<file path="config.mk">
export PLATFORM = sky130hd
export DESIGN_NAME = ls_unit
export DESIGN_NICKNAME = d
export VERILOG_FILES = /design/src/source/lsq_mem_pkg.sv /design/src/source/ooo_isa_pkg.sv /design/src/source/ls_unit.sv
export SDC_FILE = /design/constraint.sdc
export NUM_CORES = 1
export LEC_CHECK = 0
export BUFFER_PORTS_ARGS = -buffer_cell sky130_fd_sc_hd__buf_2
export CAP_MARGIN = 30
export CORE_MARGIN = 2
export CORE_UTILIZATION = 46
export DETAILED_ROUTE_END_ITERATION = 8
export PLACE_DENSITY = 0.86
export SLEW_MARGIN = 20
export SYNTH_ARGS = -nofsm -noshare
export SYNTH_HDL_FRONTEND = slang
export SYNTH_SLANG_ARGS = --single-unit
</file>
<file path="constraint.sdc">
create_clock -name clk -period 6.5 [get_ports clk]
set_clock_uncertainty 0.05 [all_clocks]
set_input_delay 0.325 -clock clk [delete_from_list [all_inputs] [get_ports clk]]
set_output_delay 0.325 -clock clk [all_outputs]
set_load 0.02 [all_outputs]
</file>
<file path="src/source/lsq_mem_pkg.sv">
`default_nettype none

// queue and data memory configuration
package lsq_mem_pkg;

    // queue depth and index width, pointers carry one extra wrap bit
    localparam int lsq_size    = 8;
    localparam int lsq_ptr_len = 3;

    // word memory behind the AXI4-Lite port
    localparam int mem_words    = 256;
    localparam int mem_addr_len = 8;

    // load/store unit sequencing
    typedef enum logic [1:0] {
        LS_IDLE = 2'd0,
        LS_ADDR = 2'd1,
        LS_RESP = 2'd2
    } ls_state_e;

endpackage

`default_nettype wire

</file>
<file path="src/source/ooo_isa_pkg.sv">
`default_nettype none

// instruction-level widths and opcodes shared across the core
package ooo_isa_pkg;

    // data and address width
    localparam int xlen = 32;

    // reorder buffer tag, also used for operand tags
    localparam int rob_tag_len = 5;

    // memory operations handled by the load/store path
    typedef enum logic [1:0] {
        LS_LOAD  = 2'd0,
        LS_LOADU = 2'd1,
        LS_STORE = 2'd2
    } ls_func_e;

endpackage

`default_nettype wire

</file>
<file path="src/source/ls_unit.sv">
`default_nettype none

module ls_unit (
    input  logic                                clk,
    input  logic                                rst,
    input  logic                                issue_valid,
    input  ooo_isa_pkg::ls_func_e               issue_func,
    input  logic [ooo_isa_pkg::rob_tag_len-1:0] issue_rob_tag,
    input  logic [ooo_isa_pkg::xlen-1:0]        issue_base,
    input  logic [ooo_isa_pkg::xlen-1:0]        issue_imm,
    input  logic [ooo_isa_pkg::xlen-1:0]        issue_store_data,
    output logic                                issue_ready,
    output logic                                ls_done,
    output logic                                result_valid,
    output logic [ooo_isa_pkg::rob_tag_len-1:0] result_rob_tag,
    output logic [ooo_isa_pkg::xlen-1:0]        result_data,
    output logic                                awvalid,
    input  logic                                awready,
    output logic [ooo_isa_pkg::xlen-1:0]        awaddr,
    output logic                                wvalid,
    input  logic                                wready,
    output logic [ooo_isa_pkg::xlen-1:0]        wdata,
    output logic [3:0]                          wstrb,
    input  logic                                bvalid,
    output logic                                bready,
    output logic                                arvalid,
    input  logic                                arready,
    output logic [ooo_isa_pkg::xlen-1:0]        araddr,
    input  logic                                rvalid,
    output logic                                rready,
    input  logic [ooo_isa_pkg::xlen-1:0]        rdata
);

    lsq_mem_pkg::ls_state_e state;

    // latched operation
    ooo_isa_pkg::ls_func_e               op_func;
    logic [ooo_isa_pkg::rob_tag_len-1:0] op_rob_tag;
    logic [ooo_isa_pkg::xlen-1:0]        op_addr;
    logic [ooo_isa_pkg::xlen-1:0]        op_data;

    // store address and data may be accepted in different cycles
    logic aw_done;
    logic w_done;

    logic op_load;
    logic addr_ok;
    logic resp_fire;
    logic [7:0]                   rd_byte;
    logic [ooo_isa_pkg::xlen-1:0] load_value;

    assign op_load     = (op_func != ooo_isa_pkg::LS_STORE);
    assign issue_ready = (state == lsq_mem_pkg::LS_IDLE);

    assign arvalid = (state == lsq_mem_pkg::LS_ADDR) && op_load;
    assign awvalid = (state == lsq_mem_pkg::LS_ADDR) && !op_load && !aw_done;
    assign wvalid  = (state == lsq_mem_pkg::LS_ADDR) && !op_load && !w_done;
    assign rready  = (state == lsq_mem_pkg::LS_RESP) && op_load;
    assign bready  = (state == lsq_mem_pkg::LS_RESP) && !op_load;

    assign araddr = op_addr;
    assign awaddr = op_addr;
    assign wdata  = op_data;
    assign wstrb  = 4'hf;

    assign addr_ok = op_load ? (arvalid && arready)
                             : ((aw_done || (awvalid && awready))
                                && (w_done || (wvalid && wready)));
    assign resp_fire = op_load ? (rvalid && rready) : (bvalid && bready);

    // byte lane from the low address bits
    assign rd_byte    = rdata[{op_addr[1:0], 3'b000} +: 8];
    assign load_value = (op_func == ooo_isa_pkg::LS_LOADU)
                        ? {{(ooo_isa_pkg::xlen-8){1'b0}}, rd_byte} : rdata;

    always_ff @(posedge clk) begin
        if (rst) begin
            state        <= lsq_mem_pkg::LS_IDLE;
            aw_done      <= 1'b0;
            w_done       <= 1'b0;
            ls_done      <= 1'b0;
            result_valid <= 1'b0;
        end else begin
            ls_done      <= 1'b0;
            result_valid <= 1'b0;
            case (state)
                lsq_mem_pkg::LS_IDLE: begin
                    if (issue_valid) begin
                        state   <= lsq_mem_pkg::LS_ADDR;
                        aw_done <= 1'b0;
                        w_done  <= 1'b0;
                    end
                end
                lsq_mem_pkg::LS_ADDR: begin
                    if (awvalid && awready) begin
                        aw_done <= 1'b1;
                    end
                    if (wvalid && wready) begin
                        w_done <= 1'b1;
                    end
                    if (addr_ok) begin
                        state <= lsq_mem_pkg::LS_RESP;
                    end
                end
                lsq_mem_pkg::LS_RESP: begin
                    if (resp_fire) begin
                        state        <= lsq_mem_pkg::LS_IDLE;
                        ls_done      <= 1'b1;
                        result_valid <= op_load;
                    end
                end
                default: state <= lsq_mem_pkg::LS_IDLE;
            endcase
        end
    end

    // payload capture
    always_ff @(posedge clk) begin
        if (issue_valid && issue_ready) begin
            op_func    <= issue_func;
            op_rob_tag <= issue_rob_tag;
            op_addr    <= issue_base + issue_imm;
            op_data    <= issue_store_data;
        end
        if (resp_fire) begin
            result_rob_tag <= op_rob_tag;
            result_data    <= load_value;
        end
    end

endmodule

`default_nettype wire

</file>
Yosys cells after proc, flatten, opt, wreduce, memory -nomap -nowiden
Index checks and enable logic that the tools add are counted.
{"block": "op_classes", "add_sub_neg": 1, "eq_ne": 9, "shifts": 1, "muxes": 13, "n_bitwise": 2, "n_reduce_logical": 25}
{"cell": "$add A32 B32 Y32", "n": 1}
{"cell": "$shiftx A32 B6 Y8", "n": 1}
{"cell": "$logic_and A1 B1 Y1", "n": 13}
{"cell": "$reduce_and A3 Y1", "n": 3}
{"cell": "$mux W8", "n": 1}
{"cell": "$ne A2 B2 Y1 const B", "n": 4}
{"cell": "$mux W1", "n": 6}
{"cell": "$mux W2", "n": 3}
{"cell": "$pmux W2 S3", "n": 1}
{"cell": "$eq A2 B1 Y1 const B", "n": 2}
{"cell": "$ne A2 B1 Y1 const B", "n": 2}
{"cell": "$pmux W1 S2", "n": 2}
{"cell": "$logic_not A1 Y1", "n": 3}
{"cell": "$reduce_or A3 Y1", "n": 1}
{"cell": "$eq A2 B2 Y1 const B", "n": 1}
{"cell": "$logic_not A2 Y1", "n": 1}
{"cell": "$logic_or A1 B1 Y1", "n": 2}
{"cell": "$not A1 Y1", "n": 2}
{"cell": "$reduce_bool A2 Y1", "n": 1}
{"cell": "$reduce_or A2 Y1", "n": 1}
{"block": "totals", "reg_bits": 114}

Depth between registers and ports, before layout
{"block": "depth", "word_depth": 10, "depth_mapped": 8, "ltp_nobuf": 8}

Worst setup path before layout
Ideal clock, no wire load.
{"block": "synth_timing", "path_kind": "register to register", "start": "reg op_func[0]", "end": "reg state[1]", "setup_time_ns": 0.118, "arrival_ns": 2.712, "required_time_ns": 6.332, "path_slack_ns": 3.620, "stages_incl_launch_ff": 6, "path_buffers": 0, "path_cell_list": "edfxtp_1 -> nand2b_1 -> mux2i_1 -> nor2_1 -> o21ai_0 -> nor3b_1"}
{"element": "start: declaration", "line": "ls_unit.sv:37", "text": "ooo_isa_pkg::ls_func_e op_func;"}
{"element": "start signal: assignment", "line": "ls_unit.sv:120", "text": "op_func <= issue_func;"}
{"element": "$ne A2 B2 Y1 (*)", "line": "ls_unit.sv:52", "text": "assign op_load = (op_func != ooo_isa_pkg::LS_STORE);"}
{"element": "$logic_not A1 Y1", "line": "ls_unit.sv:59", "text": "assign bready = (state == lsq_mem_pkg::LS_RESP) && !op_load;"}
{"element": "$logic_and A1 B1 Y1", "line": "ls_unit.sv:59"}
{"element": "$logic_and A1 B1 Y1", "line": "ls_unit.sv:69", "text": "assign resp_fire = op_load ? (rvalid && rready) : (bvalid && bready);"}
{"element": "$mux W1 (*)", "line": "ls_unit.sv:69"}
{"element": "named net resp_fire", "line": "ls_unit.sv:48", "text": "logic resp_fire;"}
{"element": "$ne A2 B2 Y1 (no source line) (*)"}
{"element": "$reduce_and A3 Y1 (no source line) (*)"}
{"element": "end signal: assignment", "line": "ls_unit.sv:78", "text": "state <= lsq_mem_pkg::LS_IDLE;"}
{"element": "end signal: assignment", "line": "ls_unit.sv:89", "text": "state <= lsq_mem_pkg::LS_ADDR;"}
{"element": "end signal: assignment", "line": "ls_unit.sv:102", "text": "state <= lsq_mem_pkg::LS_RESP;"}
{"element": "end: declaration", "line": "ls_unit.sv:34", "text": "lsq_mem_pkg::ls_state_e state;"}
Mark *: on every way through the listed nets, which the timed path passes. The rest lies on a longest branch.
A chain may end at the register's enable or synchronous reset.

Worst setup path in the final report
{"block": "layout_timing", "start": "in issue_base[0] (netlist name)", "end": "reg op_addr, in the netlist araddr[28] (data pin)"}
{"block": "layout_via", "elab_chain_cells": 1}
{"element": "start: declaration", "line": "ls_unit.sv:9", "text": "input logic [ooo_isa_pkg::xlen-1:0] issue_base,"}
{"element": "$add A32 B32 Y32", "line": "ls_unit.sv:122", "text": "op_addr <= issue_base + issue_imm;"}
{"element": "end signal: assignment", "line": "ls_unit.sv:122"}
{"element": "end: declaration", "line": "ls_unit.sv:39", "text": "logic [ooo_isa_pkg::xlen-1:0] op_addr;"}
No other way between the ends.

==> results <==
- The slew at the pin with the worst max-slew slack is 924.2 ps.
- Counting I/O delays and the setup requirement, the final critical path takes 2319 ps.
- Adding up every negative setup slack in the final design gives 0 ps.
- The classification of the worst-slack hold path is in -> reg.
- Setup repair after global routing left no endpoint under its margin.
- The filler cell count is 1078.
- Sequential cells were found to cover 54.36% of the synthesized design area.
- The post-synthesis cell type with the largest combined area is sky130_fd_sc_hd__edfxtp_1.
- In this run the cell area of the synthesized design comes to 6187 µm².
- STA classifies the critical path endpoint as a flop.
- The part of the total power dissipated in sequential elements is 40.3%.
- The flow ran to the end, and the final reports show no timing, DRC or antenna violations.
- The TritonCTS clock tree is yes.
- The height of the die is 120.0 µm.
- The deepest clock path buffer count is 2.
- The clock latency reported for the late side of the worst-skew pair is 390 ps.
- The die area is 14390 µm².
- Relative to the synthesized area, the layout overhead comes to 30.72%.
- The number of gates resized after CTS was 0.
- The routability-driven placement congestion ratio is 0.9340.
- Net switching is 29.63% of the power.
- The most common cell in the netlist is sky130_fd_sc_hd__edfxtp_1.
- For this run, the top clock speed supported by timing is 431.2 MHz.
- The net count reported at finish is 959.
- The remaining antenna violation count after routing is 0.
- The worst-case IR drop observed on VDD is 0.1635 mV.
- Data on the critical path is required at its endpoint by 6580 ps.
- The worst setup path is launched from a primary input.
- The total overflow reported by the global router is 0.
- The number of antenna violations at the first check in global routing is 5.
- In the synthesized netlist, the cells that appear most often are sky130_fd_sc_hd__edfxtp_1 (108), sky130_fd_sc_hd__nor2_1 (60), sky130_fd_sc_hd__a21oi_1 (36), sky130_fd_sc_hd__buf_4 (36), sky130_fd_sc_hd__ha_1 (31).
- The number of clock sinks seen by CTS is 114.
- The first-pass detailed-route iteration total is 5.
- The deepest level of the CTS H-tree is 4.
- The maximum number of pins on one net before global-route repair is 69.
- The share of power burned in the clock network is 37.9%.
- The number of rows in the core area is 42.
- The synthesized area divided by synthesized cell count is 11.67 µm².
- The leakage power of the design is 0.003481 µW.
- Data on the critical path arrives at its endpoint at 2400 ps.
- The quantity of hold-fixing buffers added after cts is 0.
- The count of final setup violators is 0.
- The root buffer cell chosen for the clock tree is sky130_fd_sc_hd__clkbuf_16.
- The via total after detailed routing is 5087.
- From left edge to right edge, the die measures 120.0 µm.
- The internal portion of the total power is 1600 µW.
- Buffers added to address setup during post-CTS repair amount to 0.
- The area after detailed placement is 7503 µm².
- The instance count of the mapped netlist is 530.
- The synthesis warning total is 0.
- The first global-routing pass estimated 23410 µm of wire.
- The share of synthesized area in the top cell type comes to 52.42%.
- The aggregate routed wire length is 15430 µm.
- The HPWL after detailed placement is 12220 µm.
- The worst setup path is of the in -> reg kind.
- The post-route netlist has 43.54% of its cells at a drive strength greater than 1.
- The total clock buffers created by CTS is 17.
- In this run, the number of DRC markers left after iteration 0 of detailed routing was 322.
- For this run, asynchronously set or reset flops after synthesis account for 0%.
- During I/O placement, the number of pins put on the boundary was 288.
- The dominant register cell in the synthesized netlist is sky130_fd_sc_hd__edfxtp_1.
- Max-cap violations in this run came to 0.
- The number of synthesized register bits is 114.
- The summed area of non-filler cells in the final layout is 8088 µm².
- The reported net switching power is 673.5 µW.
- The CTS clock-pin slew for the worst setup and hold paths is 60 ps.
- The final clock period utilization by the worst path is 35.68%.
- The count of distinct cell types in the synthesized netlist is 67.
- In the routed design, unresolved DRC markers number 0.
- Dividing the detail-routed wire length by the instance count gives 15.81 µm.
- In this run, synthesis inferred 108 flip-flops with an integrated enable.
- By area the synthesized netlist is led by sky130_fd_sc_hd__edfxtp_1 (52%), sky130_fd_sc_hd__ha_1 (6.3%), sky130_fd_sc_hd__buf_4 (4.4%).
- The worst max-slew margin expressed relative to the limit is 38.39%.
- The power density over the cells is 281.1 nW/µm².
- Combinational logic is responsible for 21.8% of the overall power.
- Of all nets on the critical path, the largest fanout is 4.
- The floorplan step defined a core boundary enclosing 13190 µm².
- The number of vias per cell is 5.212.
- The final count of hold timing violations came to 0.
- The via count of the first global-routing pass is 4735.
- The total count of max-transition violations in the final report is 0.
- The count of buffers added on input and output ports is 283.
- Across every metal layer, demand over resource in global routing totals 20.95%.
- Once the floorplan was initialized, standard cells occupied 46.91% of the core.
## stage by stage
| stage | instances | util, % | hold WS (ps) | worst slack, ps | total power [µW] |
|---|---|---|---|---|---|
| finish | 976 | 61.32 | 48.66 | 4181 | 2273 |
| global route | 974 | 61.28 | 32.88 | 4100 | 2380 |
| CTS | 972 | 61.11 | 32.10 | 4188 | 2292 |
| detailed placement | 940 | 56.89 | 354.5 | 3776 | 1424 |
| global placement | 940 | 56.89 | 352.4 | 3857 | 1415 |
| floorplan | 533 | - | 344.1 | 3620 | 1287 |
## cell families after synthesis
kind of cell	synth area share [%]
other	0.06061
adder cells (fa/ha/maj)	6.592
XOR/XNOR	4.105
multiplexers	1.840
AO/OA/AOI/OAI	14.80
buffers and inverters	6.026
flip-flops	54.36
AND/OR/NAND/NOR	12.21
## worst paths after layout
path / cells past startpoint / end / slack, ps / start
worst max-delay path: 9 / araddr[28]$_DFFE_PP_ / 4180 / issue_base[0]
worst min-delay path: 1 / wdata[7]$_DFFE_PP_ / 50 / issue_store_data[7]
worst max register to register: 4 / wdata[11]$_DFFE_PP_ / 4600 / state[0]$_SDFFE_PP0P_
worst min register to register: 0 / result_rob_tag[4]$_DFFE_PP_ / 370 / op_rob_tag[4]$_DFFE_PP_
## layout by cell type (no fill, tap or decap), drive strengths merged, types with 5 or more instances in the layout
cell / instances
buf: 286
edfxtp: 108
nor2: 60
a21oi: 39
ha: 31
and2: 28
nand2: 24
o21ai: 18
xnor2: 17
clkbuf: 17
nor3: 13
xor2: 12
inv: 10
nand3: 8
mux2: 8
a21o: 7
o22ai: 7
dfxtp: 6
a31oi: 6
a211oi: 6
o211ai: 5
clkinv: 5
## sequential cells by signal, summed over array words and instances, names as in the netlist
name / flops
state: 2
wdata: 32
ls_done: 1
aw_done: 1
araddr: 32
op_rob_tag: 5
result_valid: 1
result_data: 32
result_rob_tag: 5
op_func: 2
w_done: 1
## cell type report
| class | instances | area, µm² | area share, % |
|---|---|---|---|
| antenna | 3 | 7.507 | 0.09282 |
| tap | 176 | 220.2 | 2.723 |
| timing repair buffer | 286 | 1451 | 17.95 |
| multi-input combinational | 360 | 2470 | 30.54 |
| clock buffer | 17 | 425.4 | 5.260 |
| sequential | 114 | 3363 | 41.58 |
| inverter | 5 | 18.77 | 0.2321 |
| clock inverter | 15 | 131.4 | 1.624 |
## power by group through the flow
stage	sequential, µW	clock (µW)	combinational, µW
2_1_floorplan	980	0	307
3_3_place_gp	929	0	486
3_5_place_dp	930	0	494
4_1_cts	916	881	495
5_1_grt	921	920	539
6_report	917	861	496
## per-layer routing
layer  vias to the layer above  routed length (µm)  GRT usage, %
met5                         -                  27             0
met2                       249                7704         36.12
met3                        31                1325         6.939
met4                         4                 395         8.088
met1                      2347                5979         24.04
li1                       2456                   -             -
## critical path, cell delays in order
cell                        delay [ps]
sky130_fd_sc_hd__buf_2             100
sky130_fd_sc_hd__ha_1              230
sky130_fd_sc_hd__fa_1              410
sky130_fd_sc_hd__a21o_1            220
sky130_fd_sc_hd__a31o_2            290
sky130_fd_sc_hd__a21oi_4           160
sky130_fd_sc_hd__o31ai_2           110
sky130_fd_sc_hd__a2111oi_0         450
sky130_fd_sc_hd__a311oi_1           90
No activity file was read; power rests on OpenSTA's default activity.
