===== config.mk =====
export PLATFORM = sky130hd
export DESIGN_NAME = ls_queue
export DESIGN_NICKNAME = d
export VERILOG_FILES = /design/src/source/lsq_mem_pkg.sv /design/src/source/ooo_isa_pkg.sv /design/src/source/ls_queue.sv
export SDC_FILE = /design/constraint.sdc
export NUM_CORES = 1
export LEC_CHECK = 0
export BUFFER_PORTS_ARGS = -buffer_cell sky130_fd_sc_hd__buf_2
export CORE_MARGIN = 2
export CORE_UTILIZATION = 30
export CTS_BUF_LIST = sky130_fd_sc_hd__clkbuf_4 sky130_fd_sc_hd__clkbuf_8
export CTS_CLUSTER_DIAMETER = 150
export DETAILED_ROUTE_END_ITERATION = 7
export GPL_TIMING_DRIVEN = 0
export SETUP_SLACK_MARGIN = 0.4
export SLEW_MARGIN = 5
export SYNTH_ARGS = -nofsm -noshare
export SYNTH_HDL_FRONTEND = slang
export SYNTH_SLANG_ARGS = --single-unit

===== constraint.sdc =====
create_clock -name clk -period 4.07 [get_ports clk]
set_input_delay 0 -clock clk [delete_from_list [all_inputs] [get_ports clk]]
set_output_delay 0 -clock clk [all_outputs]
set_load 0.005 [all_outputs]

===== src/source/lsq_mem_pkg.sv =====
`default_nettype none

// queue and data memory configuration
package lsq_mem_pkg;

    // queue depth and index width, pointers carry one extra wrap bit
    localparam int lsq_size    = 8;
    localparam int lsq_ptr_len = 3;

    // word memory behind the AXI4-Lite port
    localparam int mem_words    = 256;
    localparam int mem_addr_len = 8;

    // load/store unit sequencing
    typedef enum logic [1:0] {
        LS_IDLE = 2'd0,
        LS_ADDR = 2'd1,
        LS_RESP = 2'd2
    } ls_state_e;

endpackage

`default_nettype wire


===== src/source/ooo_isa_pkg.sv =====
`default_nettype none

// instruction-level widths and opcodes shared across the core
package ooo_isa_pkg;

    // data and address width
    localparam int xlen = 32;

    // reorder buffer tag, also used for operand tags
    localparam int rob_tag_len = 5;

    // memory operations handled by the load/store path
    typedef enum logic [1:0] {
        LS_LOAD  = 2'd0,
        LS_LOADU = 2'd1,
        LS_STORE = 2'd2
    } ls_func_e;

endpackage

`default_nettype wire


===== src/source/ls_queue.sv =====
`default_nettype none

module ls_queue (
    input  logic                                clk,
    input  logic                                rst,
    input  logic                                flush,
    input  logic                                dispatch,
    input  ooo_isa_pkg::ls_func_e               disp_func,
    input  logic [ooo_isa_pkg::rob_tag_len-1:0] disp_rob_tag,
    input  logic [ooo_isa_pkg::rob_tag_len-1:0] disp_tag_src1,
    input  logic                                disp_ready_src1,
    input  logic [ooo_isa_pkg::xlen-1:0]        disp_value_src1,
    input  logic [ooo_isa_pkg::rob_tag_len-1:0] disp_tag_src2,
    input  logic                                disp_ready_src2,
    input  logic [ooo_isa_pkg::xlen-1:0]        disp_value_src2,
    input  logic [ooo_isa_pkg::xlen-1:0]        disp_imm,
    input  logic                                commit_store,
    input  logic [ooo_isa_pkg::rob_tag_len-1:0] commit_rob_tag,
    input  logic                                valid_forwarding,
    input  logic [ooo_isa_pkg::rob_tag_len-1:0] forwarding_rob_tag,
    input  logic [ooo_isa_pkg::xlen-1:0]        forwarding_data,
    input  logic                                issue_ready,
    input  logic                                ls_done,
    output logic                                full,
    output logic                                issue_valid,
    output ooo_isa_pkg::ls_func_e               issue_func,
    output logic [ooo_isa_pkg::rob_tag_len-1:0] issue_rob_tag,
    output logic [ooo_isa_pkg::xlen-1:0]        issue_base,
    output logic [ooo_isa_pkg::xlen-1:0]        issue_imm,
    output logic [ooo_isa_pkg::xlen-1:0]        issue_store_data
);

    // per-entry control
    logic                                e_valid     [lsq_mem_pkg::lsq_size];
    logic                                e_issued    [lsq_mem_pkg::lsq_size];
    logic                                e_committed [lsq_mem_pkg::lsq_size];
    logic                                e_ready1    [lsq_mem_pkg::lsq_size];
    logic                                e_ready2    [lsq_mem_pkg::lsq_size];
    // per-entry payload
    ooo_isa_pkg::ls_func_e               e_func      [lsq_mem_pkg::lsq_size];
    logic [ooo_isa_pkg::rob_tag_len-1:0] e_rob_tag   [lsq_mem_pkg::lsq_size];
    logic [ooo_isa_pkg::rob_tag_len-1:0] e_tag1      [lsq_mem_pkg::lsq_size];
    logic [ooo_isa_pkg::rob_tag_len-1:0] e_tag2      [lsq_mem_pkg::lsq_size];
    logic [ooo_isa_pkg::xlen-1:0]        e_value1    [lsq_mem_pkg::lsq_size];
    logic [ooo_isa_pkg::xlen-1:0]        e_value2    [lsq_mem_pkg::lsq_size];
    logic [ooo_isa_pkg::xlen-1:0]        e_imm       [lsq_mem_pkg::lsq_size];

    logic [lsq_mem_pkg::lsq_ptr_len:0]   head;
    logic [lsq_mem_pkg::lsq_ptr_len:0]   tail;
    logic [lsq_mem_pkg::lsq_ptr_len-1:0] head_idx;
    logic [lsq_mem_pkg::lsq_ptr_len-1:0] tail_idx;

    logic disp_fire;
    logic issue_fire;
    logic done_ok;
    logic fwd_src1;
    logic fwd_src2;
    // set while a flushed access is still in the unit
    logic stale_done;

    assign head_idx = head[lsq_mem_pkg::lsq_ptr_len-1:0];
    assign tail_idx = tail[lsq_mem_pkg::lsq_ptr_len-1:0];

    // same index, opposite wrap bit
    assign full = (head_idx == tail_idx)
                  && (head[lsq_mem_pkg::lsq_ptr_len] != tail[lsq_mem_pkg::lsq_ptr_len]);

    assign issue_valid = e_valid[head_idx] && !e_issued[head_idx] && e_ready1[head_idx]
                         && ((e_func[head_idx] != ooo_isa_pkg::LS_STORE)
                             || (e_ready2[head_idx] && e_committed[head_idx]));

    assign issue_func       = e_func[head_idx];
    assign issue_rob_tag    = e_rob_tag[head_idx];
    assign issue_base       = e_value1[head_idx];
    assign issue_imm        = e_imm[head_idx];
    assign issue_store_data = e_value2[head_idx];

    assign disp_fire  = dispatch && !full;
    assign issue_fire = issue_valid && issue_ready;
    assign done_ok    = ls_done && !stale_done;

    // wake-up on the dispatch cycle itself
    assign fwd_src1 = valid_forwarding && !disp_ready_src1 && (disp_tag_src1 == forwarding_rob_tag);
    assign fwd_src2 = valid_forwarding && !disp_ready_src2 && (disp_tag_src2 == forwarding_rob_tag);

    always_ff @(posedge clk) begin
        if (rst || flush) begin
            head <= '0;
            tail <= '0;
            for (int i = 0; i < lsq_mem_pkg::lsq_size; i++) begin
                e_valid[i] <= 1'b0;
            end
        end else begin
            for (int i = 0; i < lsq_mem_pkg::lsq_size; i++) begin
                if (e_valid[i] && valid_forwarding) begin
                    if (!e_ready1[i] && (e_tag1[i] == forwarding_rob_tag)) begin
                        e_ready1[i] <= 1'b1;
                        e_value1[i] <= forwarding_data;
                    end
                    if (!e_ready2[i] && (e_tag2[i] == forwarding_rob_tag)) begin
                        e_ready2[i] <= 1'b1;
                        e_value2[i] <= forwarding_data;
                    end
                end
                if (e_valid[i] && commit_store && (e_func[i] == ooo_isa_pkg::LS_STORE)
                    && (e_rob_tag[i] == commit_rob_tag)) begin
                    e_committed[i] <= 1'b1;
                end
            end

            if (issue_fire) begin
                e_issued[head_idx] <= 1'b1;
            end

            // retire head once the unit reports completion
            if (done_ok) begin
                e_valid[head_idx] <= 1'b0;
                head <= head + 1'b1;
            end

            if (disp_fire) begin
                e_valid[tail_idx]     <= 1'b1;
                e_issued[tail_idx]    <= 1'b0;
                e_committed[tail_idx] <= 1'b0;
                e_func[tail_idx]      <= disp_func;
                e_rob_tag[tail_idx]   <= disp_rob_tag;
                e_tag1[tail_idx]      <= disp_tag_src1;
                e_tag2[tail_idx]      <= disp_tag_src2;
                e_ready1[tail_idx]    <= disp_ready_src1 || fwd_src1;
                e_ready2[tail_idx]    <= disp_ready_src2 || fwd_src2;
                e_value1[tail_idx]    <= fwd_src1 ? forwarding_data : disp_value_src1;
                e_value2[tail_idx]    <= fwd_src2 ? forwarding_data : disp_value_src2;
                e_imm[tail_idx]       <= disp_imm;
                tail <= tail + 1'b1;
            end
        end
    end

    // an access issued before flush still returns ls_done, which must not retire a new head
    always_ff @(posedge clk) begin
        if (rst) begin
            stale_done <= 1'b0;
        end else if (flush) begin
            stale_done <= issue_fire
                          || (e_valid[head_idx] && e_issued[head_idx] && !ls_done)
                          || (stale_done && !ls_done);
        end else if (ls_done) begin
            stale_done <= 1'b0;
        end
    end

endmodule

`default_nettype wire


Word level (Yosys, flattened, before mapping)
Memories as Yosys holds them, arrays and structs flattened. A register that Yosys moved wholly into a read port is not among the register bits. Cells that the tools add are included.

Register bits after elaboration: 9. Bits in latches: 0. Bits in writable memories: 944. ROM bits: 0. Input bits: 165. Output and inout port bits: 105. Word-level logic and storage cells: 277. Memories: 12.

$add $sub $neg: 2. Multiply operators: 0. Div/mod/pow operators: 0. $lt $le $gt $ge: 0. Equality and inequality tests: 37. Shift operators: 0. Muxes and demuxes: 129. Bitwise gates (word level): 0. Reductions and logical operators: 94.

Memories: e_imm (words 8, bits a word 32, rd ports 1, clocked after Yosys merged registers in 1, wr ports 1, line ls_queue.sv:46) `logic [ooo_isa_pkg::xlen-1:0] e_imm [lsq_mem_pkg::lsq_size];`; e_value1 (words 8, bits a word 32, rd ports 1, clocked after Yosys merged registers in 1, wr ports 9, line ls_queue.sv:44) `logic [ooo_isa_pkg::xlen-1:0] e_value1 [lsq_mem_pkg::lsq_size];`; e_value2 (words 8, bits a word 32, rd ports 1, clocked after Yosys merged registers in 1, wr ports 9, line ls_queue.sv:45) `logic [ooo_isa_pkg::xlen-1:0] e_value2 [lsq_mem_pkg::lsq_size];`; e_rob_tag (words 8, bits a word 5, rd ports 9, clocked after Yosys merged registers in 1, wr ports 1, line ls_queue.sv:41) `logic [ooo_isa_pkg::rob_tag_len-1:0] e_rob_tag [lsq_mem_pkg::lsq_size];`; e_tag1 (words 8, bits a word 5, rd ports 8, clocked after Yosys merged registers in 0, wr ports 1, line ls_queue.sv:42) `logic [ooo_isa_pkg::rob_tag_len-1:0] e_tag1 [lsq_mem_pkg::lsq_size];`; e_tag2 (words 8, bits a word 5, rd ports 8, clocked after Yosys merged registers in 0, wr ports 1, line ls_queue.sv:43) `logic [ooo_isa_pkg::rob_tag_len-1:0] e_tag2 [lsq_mem_pkg::lsq_size];`; +6 memories.

Operators by type and width (number): 5-bit equality test (26); 1-bit 2-to-1 mux (105); 3-bit 2-to-1 mux (22); 32-bit 2-to-1 mux (2); 1-bit logical AND (63); 1-bit zero test (22); 2-bit equality test, second input constant (8); 4-bit by 1-bit adder with 4-bit output, second input constant (2); 1-bit logical OR (6); 3-bit equality test (1); 2-bit != test, second input constant (1); 2-bit nonzero test (1); 1-bit OR reduction (2); 1-bit != test (1).

Longest topological paths before layout
Word-level depth: 9. Gate-level depth with buffers: 12. Gate-level depth less buffers: 7.

Least setup slack after synthesis
Ideal clock, no wire load.

Path kind: register to register. Start point: register tail[0] in the netlist's numbering. End point: memory e_value2[6][10] in the netlist's numbering, data pin. Library setup time: 260 ps. Arrival: 3036 ps. Data required time: 3810 ps. Setup slack: 774 ps. Stages on the path, launching flop included: 9. Buffers on the path: 2. Clock period less this slack: 3296 ps. Cell sequence: dfxtp_1 nor4b_1 nand2_1 or2_2 buf_2 inv_1 nand2_1 buf_2 mux2_2.

RTL lines: start: declaration (line ls_queue.sv:49) `logic [lsq_mem_pkg::lsq_ptr_len:0] tail;`; start signal: assignment (line ls_queue.sv:134) `tail <= tail + 1'b1;`; end: declaration (line ls_queue.sv:45).

==> results.py <==
metrics = {
    "logic_synthesis": {
        "synth_edf_count": 904,
        "synthSimpleGateAreaFrac_pct": 2.63,
        "synth_cell_types": 57,
        "synth_seq_area_share_pct": 64.5,
        "synthCells": 2389,
        "synth_nets": 2556,
        "synth_fa_ha_area_share_pct": 0.0572,
        "synth_area_um2": 43700,
        "synth_ff_type": "edfxtp_1",
        "synth_xor_area_share_pct": 2.78,
        "synth_compound_area_share_pct": 0.816,
        "synth_mux_area_share_pct": 27.1,
        "synth_top_family_by_area": "multiplexers",
        "async_flop_share_pct": 0,
        "yosysWarnings": 0,
        "avgSynthCellArea_um2": 18.3,
        "ys_ff_latch": 956,
    },
    "worst_hold_path": {
        "hold_path.class": "in -> reg",
    },
    "status": {
        "outcome": "complete, no violations",
    },
    "grt": {
        "grt_max_degree": 54,
        "grt_pass1_vias": 26248,
        "grtUsageTotal_pct": 17.8,
        "grt_antenna_before_repair": 25,
        "grt_pass1_wl_mm": 189,
        "gr-total-overflow": 0,
    },
    "die": {
        "rows": 140,
        "ioPinCount": 270,
        "start_util_pct": 30.1,
        "dieWidth_um": 386,
        "core_um2": 145000,
        "die_height_um": 386,
        "dieArea_um2": 149000,
    },
    "placed_design": {
        "dpl_cell_area_um2": 47900,
        "place_hpwl_mm": 84.7,
        "dp_slack_ns": 0.158,
        "io_buffers": 259,
        "gp_congestion": 0.812,
        "dp.cells": 4584,
    },
    "flow_run": {
        "cap_violations": 0,
    },
    "power_and_ir_drop": {
        "p_per_area_nw_per_um2": 391,
        "peakVddDrop_mv": 0.322,
        "p_leak_uw": 0.0180,
    },
    "drt": {
        "vias_per_cell": 4.96,
        "ant_nets": 0,
        "drc": 0,
        "first_pass_iters": 8,
        "wl_mm": 134,
        "routed-via-count": 25474,
        "drt_iter0_markers": 2255,
        "routedWlPerCell_um": 26.0,
    },
    "final_layout": {
        "fin_cells": 5138,
        "syn2layout_area_growth_pct": 23.5,
        "layout-drive-gt1-share_pct": 46.8,
        "design_area_um2": 54000,
        "nNetsFinal": 3267,
    },
    "worst_setup_path": {
        "critPathLaunchType": "flip-flop",
        "crit_required_ns": 4.70,
        "critical_path.max_fanout": 10,
        "critPathKind": "reg -> reg",
        "end_kind": "flip-flop",
        "r2r_setup_slack_ns": 0.45,
        "cp.arrival_ns": 4.25,
    },
    "clock_tree": {
        "cts_tree": "built",
        "numCtsBuffers": 162,
        "clk_latency_ns": 0.89,
        "clk_path_buf_depth": 3,
        "cts_sinks": 956,
        "ctsRootBufferMaster": "clkbuf_8",
        "clkTransAtPathRegs_ns": 0.06,
        "cts-htree-levels": 4,
    },
    "timing": {
        "max_freq_mhz": 277,
        "skew_ns": 0.0439,
        "slew_headroom_pct": 35.7,
        "setup_ws_ns": 0.454,
        "finalHoldViolations": 0,
        "period_needed_ns": 3.62,
        "finalCritPeriodShare_pct": 88.8,
        "rsz0062_at_grt": "no",
        "tightest_slew_ns": 0.965,
        "setup-violations-final": 0,
        "maxSlewViolCount": 0,
    },
}
==> path summary, 6_finish.rpt <==
| check | from | endpoint | depth (start not counted) |
|---|---|---|---|
| worst max-delay path | tail[0] | e_value2[0][1] | 7 |
| worst min-delay path | disp_tag_src2[2] | e_tag2[3][2] | 2 |
| worst max register to register | tail[0] | e_value2[0][1] | 7 |
| worst min register to register | e_issued[2] | e_issued[2] | 2 |
==> report_power, final <==
group          total (uW)  internal [uW]  switching [uW]
combinational        1530            778             754
clock                8720           4640            4080
sequential          10900          10800            27.8
total               21100          16200            4860
==> synthesized netlist by cell type (all sizes together), types with 4 or more instances <==
cell type	number	share of area [%]
a31oi	5	0.072
o21ai	24	0.27
nand2	48	0.42
clkbuf	80	0.70
nand3	25	0.30
dfxtp	52	2.4
nor3	4	0.046
a41oi	9	0.18
nor4	22	0.31
or3	4	0.057
and2	5	0.072
nor3b	7	0.13
nand4	21	0.30
or2	7	0.10
nor2b	9	0.13
inv	15	0.13
xnor2	55	1.1
edfxtp	904	62
buf	96	1.3
mux4	212	11
mux2	616	16
a21oi	10	0.11
xor2	84	1.7
nor4b	4	0.080
and3	14	0.20
nor2	35	0.32
==> routing by layer <==
| layer | GRT usage [%] | up-vias | part of all wire, % |
|---|---|---|---|
| li1 | - | 11064 | - |
| met1 | 24.6 | 13266 | 44 |
| met2 | 27.9 | 909 | 47 |
| met3 | 3.83 | 211 | 6.6 |
| met4 | 5.69 | 24 | 2.6 |
| met5 | 0 | - | 0.11 |
==> cell usage in the layout, fill, tap and decap left out, drive strengths merged, types with 7 or more instances in the layout <==
| cell type | netlist | layout |
|---|---|---|
| or2 | 7 | 7 |
| nor3b | 7 | 7 |
| diode | 0 | 12 |
| clkinv | 0 | 42 |
| mux2 | 616 | 616 |
| buf | 96 | 371 |
| nand4 | 21 | 21 |
| o21ai | 24 | 24 |
| a21oi | 10 | 10 |
| mux4 | 212 | 212 |
| xor2 | 84 | 84 |
| edfxtp | 904 | 904 |
| a41oi | 9 | 9 |
| clkbuf | 80 | 296 |
| nor4 | 22 | 22 |
| inv | 15 | 22 |
| dlygate4sd3 | 0 | 269 |
| xnor2 | 55 | 55 |
| nor2b | 9 | 9 |
| and3 | 14 | 14 |
| nor2 | 35 | 35 |
| dfxtp | 52 | 52 |
| nand3 | 25 | 25 |
| nand2 | 48 | 48 |
==> cell families after synthesis <==
kind of cell | Yosys count
AOI/OAI and AO/OA | 57
adders and majority gates | 2
xor gates and xnor gates | 139
and+or+nand+nor | 213
DFF | 956
buffers and inverters | 191
muxes | 831
==> final cells by class <==
class                   count  area (um2)
clock buffers             217        2680
well taps                1917        2400
repair buffers            547        4410
multi-input cells        1242       14700
fillers                 13564       91200
inverters                  15        76.3
diodes                     12        30.0
plain buffers             176        1010
flip-flops and latches    956       28200
clock inverters            56         526
==> sequential cells by signal (all words and copies together) (netlist names), named ones only <==
| signal | cells |
|---|---|
| e_imm | 256 |
| e_value1 | 256 |
| e_value2 | 256 |
| e_rob_tag | 40 |
| e_tag1 | 40 |
| e_tag2 | 40 |
| e_func | 16 |
| e_committed | 8 |
| e_issued | 8 |
| e_ready1 | 8 |
| e_ready2 | 8 |
| e_valid | 8 |
| head | 4 |
| tail | 4 |
| stale_done | 1 |
==> critical path: stages, from the launching register on <==
cell and delay [ns]:
dfxtp_1 0.39, nor4b_1 0.44, nor2b_1 0.26, nand3b_1 0.15, nor2_1 0.72, buf_2 0.47
mux2_2 0.38, dlygate4sd3_1 0.55
==> per-stage QoR <==
step	hold slack, ns	power (uW)	utilization [%]	TNS (ns)
6_report	0.0811	21100	37.2	0
5_1_grt	0.0524	21800	37.2	0
4_1_cts	0.00130	21300	37.1	0
3_5_place_dp	0.241	12400	33.0	0
3_3_place_gp	0.232	12300	32.6	-165.35
2_1_floorplan	0.0989	11800	-	0
==> repair_timing <==
item / 4_1_cts / 5_1_grt
resized for setup: 65 / 7
setup endpoints to repair: 102 / 41
buffers inserted: 0 / 0
hold buffers: 269 / 0
hold endpoints to repair: 975 / 0
pin swaps: 0 / 0
Note: power is estimated with default switching activity, not from simulation.
